--- src/hdl/forth_cfg.svh ---
/* forth dictionary engine configuration
   widths, memory size, chain terminator and command credits */
`ifndef FORTH_CFG_SVH
`define FORTH_CFG_SVH

`define CFG_DSZ        8         // memory byte width
`define CFG_ASZ        16        // byte address width
`define CFG_MEM_DEPTH  65536     // full 64K address space

// link value that terminates the dictionary chain
`define CFG_LINK_END   16'hffff

// empty dictionary after reset so every find misses
`define CFG_CTX_INIT   `CFG_LINK_END

`define CFG_CREDITS    4         // host credits == queue depth
`define CFG_CRED_W     3         // occupancy count width, holds 0..CFG_CREDITS

`endif

--- src/hdl/forth_pkg.sv ---
/* forth dictionary engine shared types
   memory byte and address, command opcodes, search states */
package forth_pkg;

`include "forth_cfg.svh"

    typedef logic [`CFG_DSZ-1:0] byte_t;   // one dictionary byte
    typedef logic [`CFG_ASZ-1:0] addr_t;   // one byte address

    typedef enum logic [1:0] {
        R1   = 2'd0,    // read one byte
        W1   = 2'd1,    // write one byte
        CTX  = 2'd2,    // load context pointer
        FIND = 2'd3     // search for counted string
    } pool_op_e;

    typedef enum logic [2:0] {
        IDLE   = 3'd0,  // serve queue head
        LNK_LO = 3'd1,  // link low byte address out
        LNK_HI = 3'd2,  // link high byte address out
        LEN    = 3'd3,  // length byte address out
        NAME   = 3'd4,  // name byte address out
        TIB    = 3'd5,  // tib byte address out
        CMP    = 3'd6,  // compare name vs tib byte
        DONE   = 3'd7   // register response
    } find_st_e;

endpackage

--- src/hdl/pool_cmd_queue.sv ---
/* command queue in front of the search engine
   depth matches the host credits, one credit back per dispatch */
`timescale 1ns/100ps
`include "forth_cfg.svh"

module pool_cmd_queue (
    input  logic                clk,
    input  logic                rst,
    input  logic                cmd_valid,
    input  forth_pkg::pool_op_e cmd_op,
    input  forth_pkg::addr_t    cmd_addr,
    input  forth_pkg::byte_t    cmd_data,
    output logic                cmd_credit,
    output logic                q_valid,
    input  logic                q_ready,
    output forth_pkg::pool_op_e q_op,
    output forth_pkg::addr_t    q_addr,
    output forth_pkg::byte_t    q_data
);
    localparam int DEPTH = `CFG_CREDITS;
    localparam int PTR_W = (DEPTH > 1) ? $clog2(DEPTH) : 1;

    forth_pkg::pool_op_e op_q   [DEPTH];    // entry payload
    forth_pkg::addr_t    addr_q [DEPTH];
    forth_pkg::byte_t    data_q [DEPTH];
    logic [PTR_W-1:0]    wr_ptr;
    logic [PTR_W-1:0]    rd_ptr;
    logic [`CFG_CRED_W-1:0] cnt;            // occupancy
    logic                pop;

    // circular increment, depth need not be a power of two
    function automatic logic [PTR_W-1:0] ptr_inc(input logic [PTR_W-1:0] p);
        return (p == PTR_W'(DEPTH - 1)) ? '0 : p + 1'b1;
    endfunction

    assign q_valid = (cnt != '0);
    assign pop     = q_valid && q_ready;    // head taken by engine
    assign q_op    = op_q[rd_ptr];
    assign q_addr  = addr_q[rd_ptr];
    assign q_data  = data_q[rd_ptr];

    // no full check, host credits bound the occupancy
    always_ff @(posedge clk) begin
        if (cmd_valid) begin
            op_q[wr_ptr]   <= cmd_op;
            addr_q[wr_ptr] <= cmd_addr;
            data_q[wr_ptr] <= cmd_data;
        end
    end

    always_ff @(posedge clk) begin
        if (rst) begin
            wr_ptr     <= '0;
            rd_ptr     <= '0;
            cnt        <= '0;
            cmd_credit <= 1'b0;
        end else begin
            cmd_credit <= pop;              // one credit per dispatch
            if (cmd_valid) wr_ptr <= ptr_inc(wr_ptr);
            if (pop) rd_ptr <= ptr_inc(rd_ptr);
            case ({cmd_valid, pop})
                2'b10:   cnt <= cnt + 1'b1;
                2'b01:   cnt <= cnt - 1'b1;
                default: cnt <= cnt;        // both or neither
            endcase
        end
    end

endmodule

--- config.mk ---
export PLATFORM = sky130hd
export DESIGN_NAME = pool_cmd_queue
export DESIGN_NICKNAME = d
export VERILOG_FILES = /design/src/hdl/forth_pkg.sv /design/src/hdl/pool_cmd_queue.sv
export VERILOG_INCLUDE_DIRS = /design/src /design/src/hdl
export SDC_FILE = /design/constraint.sdc
export NUM_CORES = 1
export LEC_CHECK = 0
export BUFFER_PORTS_ARGS = -buffer_cell sky130_fd_sc_hd__buf_4
export CORE_MARGIN = 2
export CORE_UTILIZATION = 47
export CTS_CLUSTER_DIAMETER = 100
export DETAILED_ROUTE_END_ITERATION = 7
export PLACE_DENSITY_LB_ADDON = 0.12
export SLEW_MARGIN = 25
export SYNTH_ARGS = -nofsm -noshare
export SYNTH_HDL_FRONTEND = slang
export SYNTH_SLANG_ARGS = --single-unit
--- constraint.sdc ---
create_clock -name clk -period 4.3 [get_ports clk]
set_input_delay 0.86 -clock clk [delete_from_list [all_inputs] [get_ports clk]]
set_output_delay 0.86 -clock clk [all_outputs]
set_load 0.01 [all_outputs]
## Yosys cells after proc, flatten, opt, wreduce, memory -nomap -nowiden

Memories as Yosys holds them, arrays and structs flattened. A register that Yosys moved wholly into a read port is not among the register bits.
Cells that the tools add are included.

- Register bits: 8
- Bits in latches: 0
- Memory bits (writable): 104
- ROM bits: 0
- Bits of input ports: 30
- Output and inout bits: 28
- Word-level logic and storage cells: 29
- Memories: 3

- Add/subtract/negate cells: 4
- Multiply operators: 0
- Div/mod/pow operators: 0
- Magnitude comparators: 0
- Equal/unequal tests: 4
- Shifts and indexed selects: 0
- Muxes and demuxes: 11
- Bitwise gates (word level): 0
- Reduce and logical (&&, ||, !) cells: 3

Memories:

| name | depth | width | rd ports | clocked after memory_dff | wr ports | RTL line | text |
|---|---|---|---|---|---|---|---|
| addr_q | 4 | 16 | 1 | 1 | 1 | pool_cmd_queue.sv:24 | `forth_pkg::addr_t addr_q [DEPTH];` |
| data_q | 4 | 8 | 1 | 1 | 1 | pool_cmd_queue.sv:25 | `forth_pkg::byte_t data_q [DEPTH];` |
| op_q | 4 | 2 | 1 | 1 | 1 | pool_cmd_queue.sv:23 | `forth_pkg::pool_op_e op_q [DEPTH];` |

Operators by type and width:

| operator | number |
|---|---|
| $mux W2 | 8 |
| $eq A2 B2 Y1 const B | 3 |
| $pmux W3 S2 | 1 |
| $add A2 B1 Y2 const B | 2 |
| $add A3 B1 Y3 const B | 1 |
| $reduce_bool A3 Y1 | 1 |
| $sub A3 B1 Y3 const B | 1 |
| $eq A2 B1 Y1 const B | 1 |
| $mux W1 | 2 |
| $reduce_bool A2 Y1 | 1 |
| $logic_and A1 B1 Y1 | 1 |

## Logic depth before layout (Yosys ltp)

- Word-level depth: 4
- Gate-level depth with buffers: 8
- Gate-level depth less buffers: 8

## Worst setup path before layout

Ideal clock, no wire load.

- Path kind: input to register
- Start point: input port q_ready
- End point: register cnt[2]
- Library setup time: 70 ps
- Arrival time: 2,120 ps
- Slack: 2,109 ps
- Stages on the path: 8
- Buffers on the path: 0
- Cell sequence: o31ai_4 inv_1 ha_1 inv_1 fa_1 xor2_1 or3_1 a21oi_1

- Word-level cells in the longest chain between the ends: 3
- Elaborated cells between the ends (all ways): 5
- Those cells by class: eq/ne (2); mux (1); reduce/logical (2)

RTL lines:

| element | RTL line | text |
|---|---|---|
| from (decl) | pool_cmd_queue.sv:15 | `input logic q_ready,` |
| $logic_and A1 B1 Y1 * | pool_cmd_queue.sv:37 | `assign pop = q_valid && q_ready;` |
| net pop | pool_cmd_queue.sv:29 | `logic pop;` |
| $eq A2 B1 Y1 / $eq A2 B2 Y1 (equally long branches) | pool_cmd_queue.sv:61 | `case ({cmd_valid, pop})` |
| $pmux W3 S2 / $reduce_bool A2 Y1 (equally long branches) | n/a |  |
| to (signal assigned) | pool_cmd_queue.sv:62 | `2'b10: cnt <= cnt + 1'b1;` |
| to (signal assigned) | pool_cmd_queue.sv:63 | `2'b01: cnt <= cnt - 1'b1;` |
| to (signal assigned) | pool_cmd_queue.sv:64 | `default: cnt <= cnt;` |
| to (decl) | pool_cmd_queue.sv:28 | `` logic [`CFG_CRED_W-1:0] cnt; `` |

The timed path passes the listed nets; every way through them passes the cells marked *.
A chain may end at the register's enable or synchronous reset.

==> impl_metrics.env <==
export IMPL_power_leakage_uw=0.00190
export IMPL_cts_tree="done"
export IMPL_cts_buffer_depth=2
export IMPL_ys_seq_elements=114
export IMPL_grt_max_degree=27
export IMPL_fmax_ghz=0.316
export IMPL_syn_inst=187
export IMPL_endpoint_kind="output port"
export IMPL_htree_num_levels=4
export IMPL_yosys_area_top_type="edfxtp_1"
export IMPL_slew_headroom_pct=36.8
export IMPL_synth_simple_area_share_pct=1.90
export IMPL_vias=2000
export IMPL_row_count=34
export IMPL_ys_seq_area_share_pct=77.5
export IMPL_dp_cells=350
export IMPL_hold_ws_ns=0.493
export IMPL_grt_pass1_vias=2140
export IMPL_cts_buffers=17
export IMPL_drt_iter0_drc=84
export IMPL_maxSlewViolCount=0
export IMPL_cp_start_kind="register"
export IMPL_antenna_found_initial=0
export IMPL_cts_sinks=114
export IMPL_cts_hold_buffers=0
export IMPL_yosys_warnings=0
export IMPL_layout_min_cycle_time_ns=3.17
export IMPL_start_util_pct=48.9
export IMPL_synth_area_per_cell_sq_um=22.9
export IMPL_io_buffer_count=57
export IMPL_peakVddDrop_mv=0.333
export IMPL_post_cts_setup_buffers=0
export IMPL_synth_cell_types=22
export IMPL_fin_crit_sh_pct=73.6
export IMPL_die_h_um=99.5
export IMPL_synth_mux_area_share_pct=14.6
export IMPL_finalWeightedCongestion=0.666
export IMPL_required_ns=3.44
export IMPL_fp_coreArea_sq_um=8760
export IMPL_hp_class="register to register"
export IMPL_path_clk_slew_ns=0.06
export IMPL_synth_flop_cell="edfxtp_1"
export IMPL_cp_arrival_ns=2.31
export IMPL_fin_nets=298
export IMPL_setup_viol=0
export IMPL_synthesis_area_sq_um=4290
export IMPL_drive_gt1_share_pct=41.2
export IMPL_layout_cells_non_filler=382
export IMPL_dieArea_sq_um=9900
export IMPL_cts_resized=0
export IMPL_outcome="complete, no violations"
export IMPL_diodes=0
export IMPL_synth_top_cell_area_share_pct=72.8
export IMPL_synthTopCellsByArea="edfxtp_1 73%, mux4_2 11%, dfxtp_1 4.7%"
export IMPL_crit_fanout=26
export IMPL_vias_per_cell=5.24
export IMPL_die_x_um=99.5
export IMPL_synth_xor_area_share_pct=0.409
export IMPL_crit_type="register to output port"
export IMPL_grt_pass1_wl_um=11200
export IMPL_clock_latency_ns=0.51
export IMPL_cts_root_buf="clkbuf_8"
export IMPL_synth_compound_gate_area_share_pct=1.08
export IMPL_first_pass_iters=4
export IMPL_ios=58
export IMPL_async_reset_ff_share_pct=0
export IMPL_synth_fa_ha_area_share_pct=2.22
export IMPL_postRouteAntennaNets=0
export IMPL_hpwl_um=4140
export IMPL_rsz0062_at_grt="no"
export IMPL_hold_viol=0
export IMPL_synth_common_cells="104 x edfxtp_1, 20 x mux4_2, 10 x dfxtp_1"
export IMPL_synth_nets=224
export IMPL_synth_top_family_by_area="multiplexers"
export IMPL_drcViolationCount=0
export IMPL_track_usage_pct=15.8
export IMPL_clock_skew_ns=0.00830
export IMPL_areaGrowthSynthToFinish_pct=24.9
export IMPL_drv_cap=0
export IMPL_setup_tns_ns=0
export IMPL_wl_per_cell_um=18.4
export IMPL_tightest_slew_ns=0.948
export IMPL_wl_um=7040
export IMPL_synth_most_common_cell="edfxtp_1"
export IMPL_synth_edf_count=104
export IMPL_grt_ovfl_total=0
export IMPL_power_density_nw_per_um2=572
## placed cells by master, fill, tap and decap left out, types with 6 or more instances in the layout
cell         n
dfxtp_1      9
mux4_1       6
buf_4       62
nor2_1       7
inv_1        7
edfxtp_1   104
mux4_2      20
ha_1         6
clkbuf_16   16
## kinds of logic after synthesis
family                   count (synthesis)
flip-flops                             114
buffers and inverters                   14
AND/OR/NAND/NOR                         16
multiplexers                            28
adder cells (fa/ha/maj)                  7
AO/OA/AOI/OAI                            6
XOR/XNOR                                 2
## worst paths after layout
check | from | to | slack (ns) | depth (start not counted)
min reg2reg | rd_ptr[0] | register | 0.49 | 2
max reg2reg | wr_ptr[0] | addr_q[0][8] | 2.38 | 4
min | rd_ptr[0] | register | 0.49 | 2
max | register | q_data[6] | 1.13 | 2
## report_power, final
group	total [uW]	internal [uW]	switching [uW]
clock	1230	759	474
combinational	478	282	196
sequential	1350	1280	76.3
## through the flow
step / utilization, % / total power [uW] / area (sq um) / setup slack [ns]
after detailed placement: 55.0 / 1870 / 4820 / 1.58
after floorplan: - / 1680 / 4290 / 2.11
final: 61.1 / 3060 / 5350 / 1.13
after global placement: 55.0 / 1860 / 4820 / 1.60
after CTS: 61.1 / 3100 / 5350 / 1.02
after global routing: 61.1 / 3190 / 5350 / 0.957
## critical path, stage by stage, from the launching register on
cell and delay [ns]:
dfxtp_2 0.95, mux4_1 0.68, buf_4 0.17
## state kept, by name, indices dropped and copies added (netlist names), named ones only
register and flops:
cmd_credit 1, rd_ptr 2, data_q 32, addr_q 64, wr_ptr 2, cnt 3, op_q 8
## cell type report
cell class	instances	area (sq um)
Clock buffer	18	418
Clock inverter	14	116
Fill cell	636	3410
Inverter	7	26.3
Multi-Input combinational cell	59	868
Sequential cell	114	3320
Tap cell	108	135
Timing Repair Buffer	62	465
## metal layers
| metal | routed length [um] | GRT usage (%) | up-vias |
|---|---|---|---|
| met3 | 397 | 6.04 | 11 |
| met2 | 3600 | 24.6 | 54 |
| met4 | 117 | 7.48 | 0 |
| met5 | 0 | 0 | - |
| met1 | 2930 | 19.8 | 1020 |
| li1 | - | - | 915 |
No activity file was read; power rests on OpenSTA's default activity.
