<file path="config.mk">
export PLATFORM = sky130hd
export DESIGN_NAME = dict_pool
export DESIGN_NICKNAME = d
export VERILOG_FILES = /design/src/hdl/forth_pkg.sv /design/src/hdl/dict_pool.sv
export VERILOG_INCLUDE_DIRS = /design/src /design/src/hdl
export SDC_FILE = /design/constraint.sdc
export NUM_CORES = 1
export LEC_CHECK = 0
export ABC_CLOCK_PERIOD_IN_PS = 4900
export BUFFER_PORTS_ARGS = -buffer_cell sky130_fd_sc_hd__buf_2
export CAP_MARGIN = 20
export CORE_UTILIZATION = 63
export CTS_CLUSTER_SIZE = 20
export DETAILED_ROUTE_END_ITERATION = 10
export PLACE_DENSITY_LB_ADDON = 0.25
export SYNTH_ARGS = -nofsm -noshare
export SYNTH_HDL_FRONTEND = slang
export SYNTH_SLANG_ARGS = --single-unit
</file>
<file path="constraint.sdc">
create_clock -name clk -period 4.9 [get_ports clk]
set_clock_uncertainty 0.1 [all_clocks]
set_input_delay 1.225 -clock clk [delete_from_list [all_inputs] [get_ports clk]]
set_output_delay 1.225 -clock clk [all_outputs]
set_load 0.01 [all_outputs]
</file>
<file path="src/hdl/forth_cfg.svh">
/* forth dictionary engine configuration
   widths, memory size, chain terminator and command credits */
`ifndef FORTH_CFG_SVH
`define FORTH_CFG_SVH

`define CFG_DSZ        8         // memory byte width
`define CFG_ASZ        16        // byte address width
`define CFG_MEM_DEPTH  65536     // full 64K address space

// link value that terminates the dictionary chain
`define CFG_LINK_END   16'hffff

// empty dictionary after reset so every find misses
`define CFG_CTX_INIT   `CFG_LINK_END

`define CFG_CREDITS    4         // host credits == queue depth
`define CFG_CRED_W     3         // occupancy count width, holds 0..CFG_CREDITS

`endif

</file>
<file path="src/hdl/forth_pkg.sv">
/* forth dictionary engine shared types
   memory byte and address, command opcodes, search states */
package forth_pkg;

`include "forth_cfg.svh"

    typedef logic [`CFG_DSZ-1:0] byte_t;   // one dictionary byte
    typedef logic [`CFG_ASZ-1:0] addr_t;   // one byte address

    typedef enum logic [1:0] {
        R1   = 2'd0,    // read one byte
        W1   = 2'd1,    // write one byte
        CTX  = 2'd2,    // load context pointer
        FIND = 2'd3     // search for counted string
    } pool_op_e;

    typedef enum logic [2:0] {
        IDLE   = 3'd0,  // serve queue head
        LNK_LO = 3'd1,  // link low byte address out
        LNK_HI = 3'd2,  // link high byte address out
        LEN    = 3'd3,  // length byte address out
        NAME   = 3'd4,  // name byte address out
        TIB    = 3'd5,  // tib byte address out
        CMP    = 3'd6,  // compare name vs tib byte
        DONE   = 3'd7   // register response
    } find_st_e;

endpackage

</file>
<file path="src/hdl/dict_pool.sv">
/* dictionary search engine and memory arbiter
   serves byte read/write, holds the context pointer, walks the chain on find */
`timescale 1ns/100ps
`include "forth_cfg.svh"

module dict_pool (
    input  logic                clk,
    input  logic                rst,
    input  logic                q_valid,
    input  forth_pkg::pool_op_e q_op,
    input  forth_pkg::addr_t    q_addr,
    input  forth_pkg::byte_t    q_data,
    output logic                q_ready,
    input  forth_pkg::byte_t    mem_rdata,
    output logic                mem_we,
    output forth_pkg::addr_t    mem_addr,
    output forth_pkg::byte_t    mem_wdata,
    output logic                rsp_valid,
    output forth_pkg::pool_op_e rsp_op,
    output forth_pkg::byte_t    rsp_data,
    output logic                rsp_hit,
    output forth_pkg::addr_t    rsp_pfa
);
    forth_pkg::find_st_e st;
    forth_pkg::find_st_e st_nxt;
    forth_pkg::addr_t    ctx;        // newest entry
    forth_pkg::addr_t    ptr;        // link, length, name walker
    forth_pkg::addr_t    tib;        // counted string base
    forth_pkg::addr_t    tptr;       // current tib byte
    forth_pkg::addr_t    lnk;        // next entry
    forth_pkg::addr_t    pfa;        // candidate pfa
    forth_pkg::byte_t    rem;        // name bytes left
    forth_pkg::byte_t    prev;       // name byte held for compare
    forth_pkg::pool_op_e cur_op;
    logic                at_len;     // compare pass is on the length byte
    logic                hit;
    logic                pop;
    logic                same;
    logic                chain_end;

    assign pop       = q_valid && q_ready;
    assign same      = (prev == mem_rdata);                        // name vs tib
    assign chain_end = (ptr == forth_pkg::addr_t'(`CFG_LINK_END));

    always_ff @(posedge clk) begin
        if (rst) st <= forth_pkg::IDLE;
        else st <= st_nxt;
    end

    // next state
    always_comb begin
        st_nxt = st;
        case (st)
            forth_pkg::IDLE: begin
                if (pop && q_op == forth_pkg::R1) begin
                    st_nxt = forth_pkg::DONE;       // one cycle for read data
                end else if (pop && q_op == forth_pkg::FIND) begin
                    st_nxt = forth_pkg::LNK_LO;
                end
            end
            forth_pkg::LNK_LO: st_nxt = chain_end ? forth_pkg::DONE : forth_pkg::LNK_HI;
            forth_pkg::LNK_HI: st_nxt = forth_pkg::LEN;
            forth_pkg::LEN:    st_nxt = forth_pkg::TIB;     // length byte acts as name byte 0
            forth_pkg::NAME:   st_nxt = forth_pkg::TIB;
            forth_pkg::TIB:    st_nxt = forth_pkg::CMP;
            forth_pkg::CMP: begin
                if (!same) begin
                    st_nxt = forth_pkg::LNK_LO;     // next entry, end checked there
                end else if (rem == '0) begin
                    st_nxt = forth_pkg::DONE;       // whole name matched
                end else begin
                    st_nxt = forth_pkg::NAME;
                end
            end
            forth_pkg::DONE:   st_nxt = forth_pkg::IDLE;
            default:           st_nxt = forth_pkg::IDLE;
        endcase
    end

    // memory access
    assign q_ready   = (st == forth_pkg::IDLE);
    assign mem_we    = pop && (q_op == forth_pkg::W1);
    assign mem_wdata = q_data;

    always_comb begin
        case (st)
            forth_pkg::IDLE:   mem_addr = q_addr;   // host read/write
            forth_pkg::LNK_LO: mem_addr = ptr;      // e
            forth_pkg::LNK_HI: mem_addr = ptr;      // e+1
            forth_pkg::LEN:    mem_addr = ptr;      // e+2
            forth_pkg::NAME:   mem_addr = ptr;
            forth_pkg::TIB:    mem_addr = tptr;
            default:           mem_addr = ptr;      // don't care
        endcase
    end

    always_ff @(posedge clk) begin
        if (rst) ctx <= forth_pkg::addr_t'(`CFG_CTX_INIT);
        else if (pop && q_op == forth_pkg::CTX) ctx <= q_addr;
    end

    // datapath registers
    always_ff @(posedge clk) begin
        case (st)
            forth_pkg::IDLE: begin
                if (pop) begin
                    cur_op <= q_op;
                    ptr    <= ctx;                  // newest entry first
                    tib    <= q_addr;
                    hit    <= 1'b0;
                end
            end
            forth_pkg::LNK_LO: begin
                tptr   <= tib;                      // restart string per entry
                at_len <= 1'b1;
                ptr    <= ptr + 1'b1;
            end
            forth_pkg::LNK_HI: begin
                lnk[`CFG_DSZ-1:0] <= mem_rdata;     // link low first
                ptr               <= ptr + 1'b1;
            end
            forth_pkg::LEN: lnk[`CFG_ASZ-1:`CFG_DSZ] <= mem_rdata;
            forth_pkg::TIB: begin
                prev <= mem_rdata;
                ptr  <= ptr + 1'b1;
                if (at_len) begin
                    rem <= mem_rdata;
                    pfa <= ptr + forth_pkg::addr_t'(mem_rdata) + 1'b1;  // e+3+len
                end
            end
            forth_pkg::CMP: begin
                at_len <= 1'b0;
                if (!same) begin
                    ptr <= lnk;                     // follow the chain
                end else if (rem == '0) begin
                    hit <= 1'b1;
                end else begin
                    rem  <= rem - 1'b1;
                    tptr <= tptr + 1'b1;
                end
            end
            default: ;                              // NAME, DONE hold
        endcase
    end

    // response, one pulse out of DONE
    always_ff @(posedge clk) begin
        if (rst) rsp_valid <= 1'b0;
        else rsp_valid <= (st == forth_pkg::DONE);
    end

    always_ff @(posedge clk) begin
        if (st == forth_pkg::DONE) begin
            rsp_op   <= cur_op;
            rsp_data <= (cur_op == forth_pkg::R1) ? mem_rdata : '0;
            rsp_hit  <= hit;
            rsp_pfa  <= hit ? pfa : '0;             // zero on miss
        end
    end

endmodule

</file>
# [Yosys cells after proc, flatten, opt, wreduce, memory -nomap -nowiden]
# Cells that the tools add are included.
[totals] mem_count=0 in_bits=37 latchBits=0 rom_bits=0 mem_bits_rw=0 ff_bits=147 out_inout_bits=54
[op_classes] bitwise_logic=0 multipliers=0 mux=22 n_eq_ne=19 shifts=0 n_addsub=5 magnitude_cmp=0 div=0 n_reduce_logical=21
[ops] operator="two-way mux 16 bit" n=4
[ops] operator="case mux 16 bit (2 select lines)" n=2
[ops] operator="adder 16 x 1 -> 16 bit (second input constant)" n=3
[ops] operator="case mux 16 bit (3 select lines)" n=1
[ops] operator="two-way mux 8 bit" n=3
[ops] operator="case mux 3 bit (7 select lines)" n=1
[ops] operator="adder 16 x 8 -> 16 bit" n=1
[ops] operator="equality test 16 bit (second input constant)" n=1
[ops] operator="case mux 8 bit (2 select lines)" n=1
[ops] operator="equality test 3 bit (second input constant)" n=4
[ops] operator="two-way mux 3 bit" n=4
[ops] operator="!= test 2 bit (second input constant)" n=5
[ops] operator="equality test 8 bit" n=1
[ops] operator="logical NOT 8 bit" n=1
[ops] operator="AND reduction 4 bit" n=2
[ops] operator="subtractor 8 x 1 -> 8 bit (second input constant)" n=1
[ops] operator="equality test 3 x 2 -> 1 bit (second input constant)" n=2
[ops] operator="AND reduction 3 bit" n=2
[ops] operator="nonzero test 2 bit" n=3
[ops] operator="logical AND 1 bit" n=5
[ops] operator="equality test 2 bit (second input constant)" n=2
[ops] operator="logical NOT 2 bit" n=2
[ops] operator="case mux 1 bit (2 select lines)" n=2
[ops] operator="AND reduction 2 bit" n=2
[ops] operator="other kinds (10)" n=12

# [Depth between registers and ports, before layout]
[depth] ltp_word=6 ltp_mapped=9 depth_no_buf=9

# [Least setup slack after synthesis]
# No wires, ideal clock.
[synth_timing] kind="input -> register" start="in mem_rdata[1]" end="reg ptr[0], enable pin" t_arrival_ps=2839 slack_ps=1550 cell_stages=5 required_time_ps=4389 setup_time_ps=411 cell_sequence="xnor2_1 > nand4_1 > o21ai_0 > o2bb2ai_1 > o21ai_0"
[synth_via] elab_chain_cells=3
[synth_rtl] item="start: declaration" line_no="dict_pool.sv:14" text="input forth_pkg::byte_t mem_rdata,"
[synth_rtl] item="equality test 8 bit" line_no="dict_pool.sv:42" text="assign same = (prev == mem_rdata);"
[synth_rtl] item="!= test 2 bit (no line)"
[synth_rtl] item="AND reduction 3 bit (no line)"
[synth_rtl] item="end signal: assignment" line_no="dict_pool.sv:108" text="ptr <= ctx;"
[synth_rtl] item="end signal: assignment" line_no="dict_pool.sv:116" text="ptr <= ptr + 1'b1;"
[synth_rtl] item="end signal: assignment" line_no="dict_pool.sv:120" text="ptr <= ptr + 1'b1;"
[synth_rtl] item="end: declaration" line_no="dict_pool.sv:27" text="forth_pkg::addr_t ptr;"
# No other way between the ends.
# A chain may end at the register's enable or synchronous reset.

# [Final worst setup path]
[layout_timing] start="reg st[2]" end="out mem_addr[6]"
[layout_via] elab_chain_cells=2
[layout_rtl] item="start: declaration" line_no="dict_pool.sv:24" text="forth_pkg::find_st_e st;"
[layout_rtl] item="start signal: assignment" line_no="dict_pool.sv:46" text="if (rst) st <= forth_pkg::IDLE;"
[layout_rtl] item="start signal: assignment" line_no="dict_pool.sv:47" text="else st <= st_nxt;"
[layout_rtl] item="equality test 3 bit / logical NOT 3 bit (equally long branches)" line_no="dict_pool.sv:86" text="case (st)"
[layout_rtl] item="case mux 16 bit (2 select lines) *" line_no="dict_pool.sv:86"
[layout_rtl] item="end: declaration" line_no="dict_pool.sv:16" text="output forth_pkg::addr_t mem_addr,"
# Mark *: on every way between the ends. The rest lies on a longest branch, timed or not.

==> metrics <==
initial antenna violation count 0; number of distinct library cells after synthesis 58; crit-path max cell delay 0.74 ns; Post-CTS Resized 0; unrepaired setup endpoints after global routing false; Core ar. 10900 um2; clk sinks approximately 150; number of synthesized flops with an enable pin about 130; Tot Pwr 0.00367 W; global route overflow 0; final worst path period need 3.93 ns; Post-DP HPWL roughly 12000 um; vias per std cell ~6.2; # Post-CTS Setup Buffers 0; asr flop ratio synth 0; most frequent cells in the layout edfxtp_1 (127), nand2_1 (112), buf_2 (74), nor2_1 (42), xnor2_1 (33); Hold Crit Class flop to flop; syn avg cell area ~11 um2; vias in the first global route just over 5000; H-tree depth 4; Post-DRT Antenna Nets 0; die height ~110 um; diode count 0; Port Buffers 74; CTS max path bufs 2; DP Area 7550 um2; DRT iter0 DRCs approximately 730; Total GRT Usage 0.311; layout cells sized above 1 0.172; Tcrit/Tclk final 0.802; normalized max-slew margin 0.406; CP required roughly 3.6 ns; max_cap viols 0; DR top layer met4; met3 WL 1540 um; Arr. time, crit path 2.60 ns; CTS clk-pin slew, worst paths 0.06 ns; most common cell after layout, fill and taps aside edfxtp_1; Placed Cells about 820; CTS tree built; Setup crit end kind output pin; count of non-filler cells in the finished layout about 860; fin. max-slew vios 0; P_leak 3.03 nW; WL met2 8480 um; RD Place Congestion slightly above 0.9; synth warn 0; Pre-antenna DRT Iters 8; worst-margin pin slew ~0.89 ns; drt drc 0; final WL ~17000 um; Worst setup SP type flop; CP bufs+invs 3; Metal-1 WL just under 7000 um; worst vdd ir about 0.28 mV; die span in x 109 um; die area 11800 um2; root buffer cell clkbuf_16; largest cells by area after synthesis edfxtp_1 (53%), nand2_1 (5.9%), dfxtp_1 (5.6%); Hold WS just under 0.4 ns; crit path max fanout 25; synthesized area roughly 7200 um2; Final setup viols 0; first-pass GRT wire length 27000 um; CP cell instances clkinv_1, nor2_2, buf_4, a22oi_1, nand2_1, buf_2; Synth Instances roughly 640; wire per inst ~20 um; synth-to-layout area growth 13.4%; CTS buffer count 17; initial core utilization 0.655; sum of negative setup slack 0 ns; CP max-delay cell dfxtp_1; Std-Cell Rows 38; largest net degree at the start of global routing 39; IO Pins ~90; routed vias about 5300; post-synth net total between 600 and 700; final hold violation count 0; Worst-Skew Late Latency ~0.42 ns; cell area after layout ~8100 um2; cts hold-fix bufs 0; dominant synthesized flop cell edfxtp_1; status finished clean; cell taking the most area after synthesis edfxtp_1; synthesis-stage register bit count 147; delay-heaviest family, CP buffers and inverters; Setup CP Type flop to output pin; fmax between 0.2 and 0.3 GHz; PwrDens between 400 and 500 nW/um2; Final nets ~750; Synth top area share 0.533; register area share after synthesis 0.589
registers in the layout, indices dropped and copies added (netlist names):
name       cells
rsp_data       8
hit            1
rsp_op         2
pfa           16
cur_op         2
rsp_pfa       16
rsp_valid      1
at_len         1
ctx           16
tib           16
prev           8
st             3
lnk           16
rem            8
ptr           16
rsp_hit        1
tptr          16
logic make-up after synthesis:
kind of cell | synth area share
adders and majority gates | 0.0220
AOI/OAI and AO/OA | 0.104
xor gates and xnor gates | 0.0661
muxes | 0.00699
DFF | 0.589
buffers and inverters | 0.0355
and+or+nand+nor | 0.177
cells in the mapped netlist, types with 14 or more instances:
library cell  count
xnor2_1          33
nand3b_1         18
inv_1            14
xor2_1           21
nand3_1          17
a21oi_1          24
o21ai_0          33
dfxtp_1          20
a22oi_1          18
edfxtp_1        127
nor2_1           44
nand2_1         112
and2_1           23
stage by stage:
| stage | setup slack [ns] | util |
|---|---|---|
| floorplan | 1.55 | - |
| global placement | 1.44 | 0.690 |
| detailed placement | 1.33 | 0.690 |
| CTS | 1.02 | 0.743 |
| global route | 0.836 | 0.743 |
| finish | 0.971 | 0.743 |
where the power goes:
| group | leakage (nW) | internal [W] | switching (W) | total, W |
|---|---|---|---|---|
| Combinational | 1.45 | 0.000294 | 0.000464 | 0.000758 |
| Clock | 0.263 | 0.000749 | 0.000505 | 0.00125 |
| Sequential | 1.32 | 0.00151 | 0.000143 | 0.00166 |
| Total | 3.03 | 0.00256 | 0.00111 | 0.00367 |
tightest hold or removal path, stage by stage, from the launching register on:
cell and delay (ns):
dfxtp_1 0.32, nand2_1 0.06, nand3b_1 0.06
per-layer routing:
metal / up-vias / GRT usage
met5: - / 0
met4: 0 / 0.130
met3: 44 / 0.0651
met2: 289 / 0.497
met1: 2565 / 0.412
li1: 2441 / -
worst paths after layout:
path / slack, ns / depth (start not counted) / startpoint / to
max reg2reg: 2.06 / 5 / st[2] / pfa[7]
max: 0.97 / 6 / st[2] / mem_addr[6]
min: 0.40 / 2 / ctx[2] / ctx[2]
min reg2reg: 0.40 / 2 / ctx[2] / ctx[2]
layout make-up:
cell class                      count  area (um2)
Sequential cell                   147        4210
Fill cell                         747        2820
Multi-Input combinational cell    443        2700
Clock buffer                       20         437
Timing Repair Buffer               79         408
Tap cell                          140         175
Clock inverter                     12         134
Inverter                           15        56.3
No activity file was read; power rests on OpenSTA's default activity.
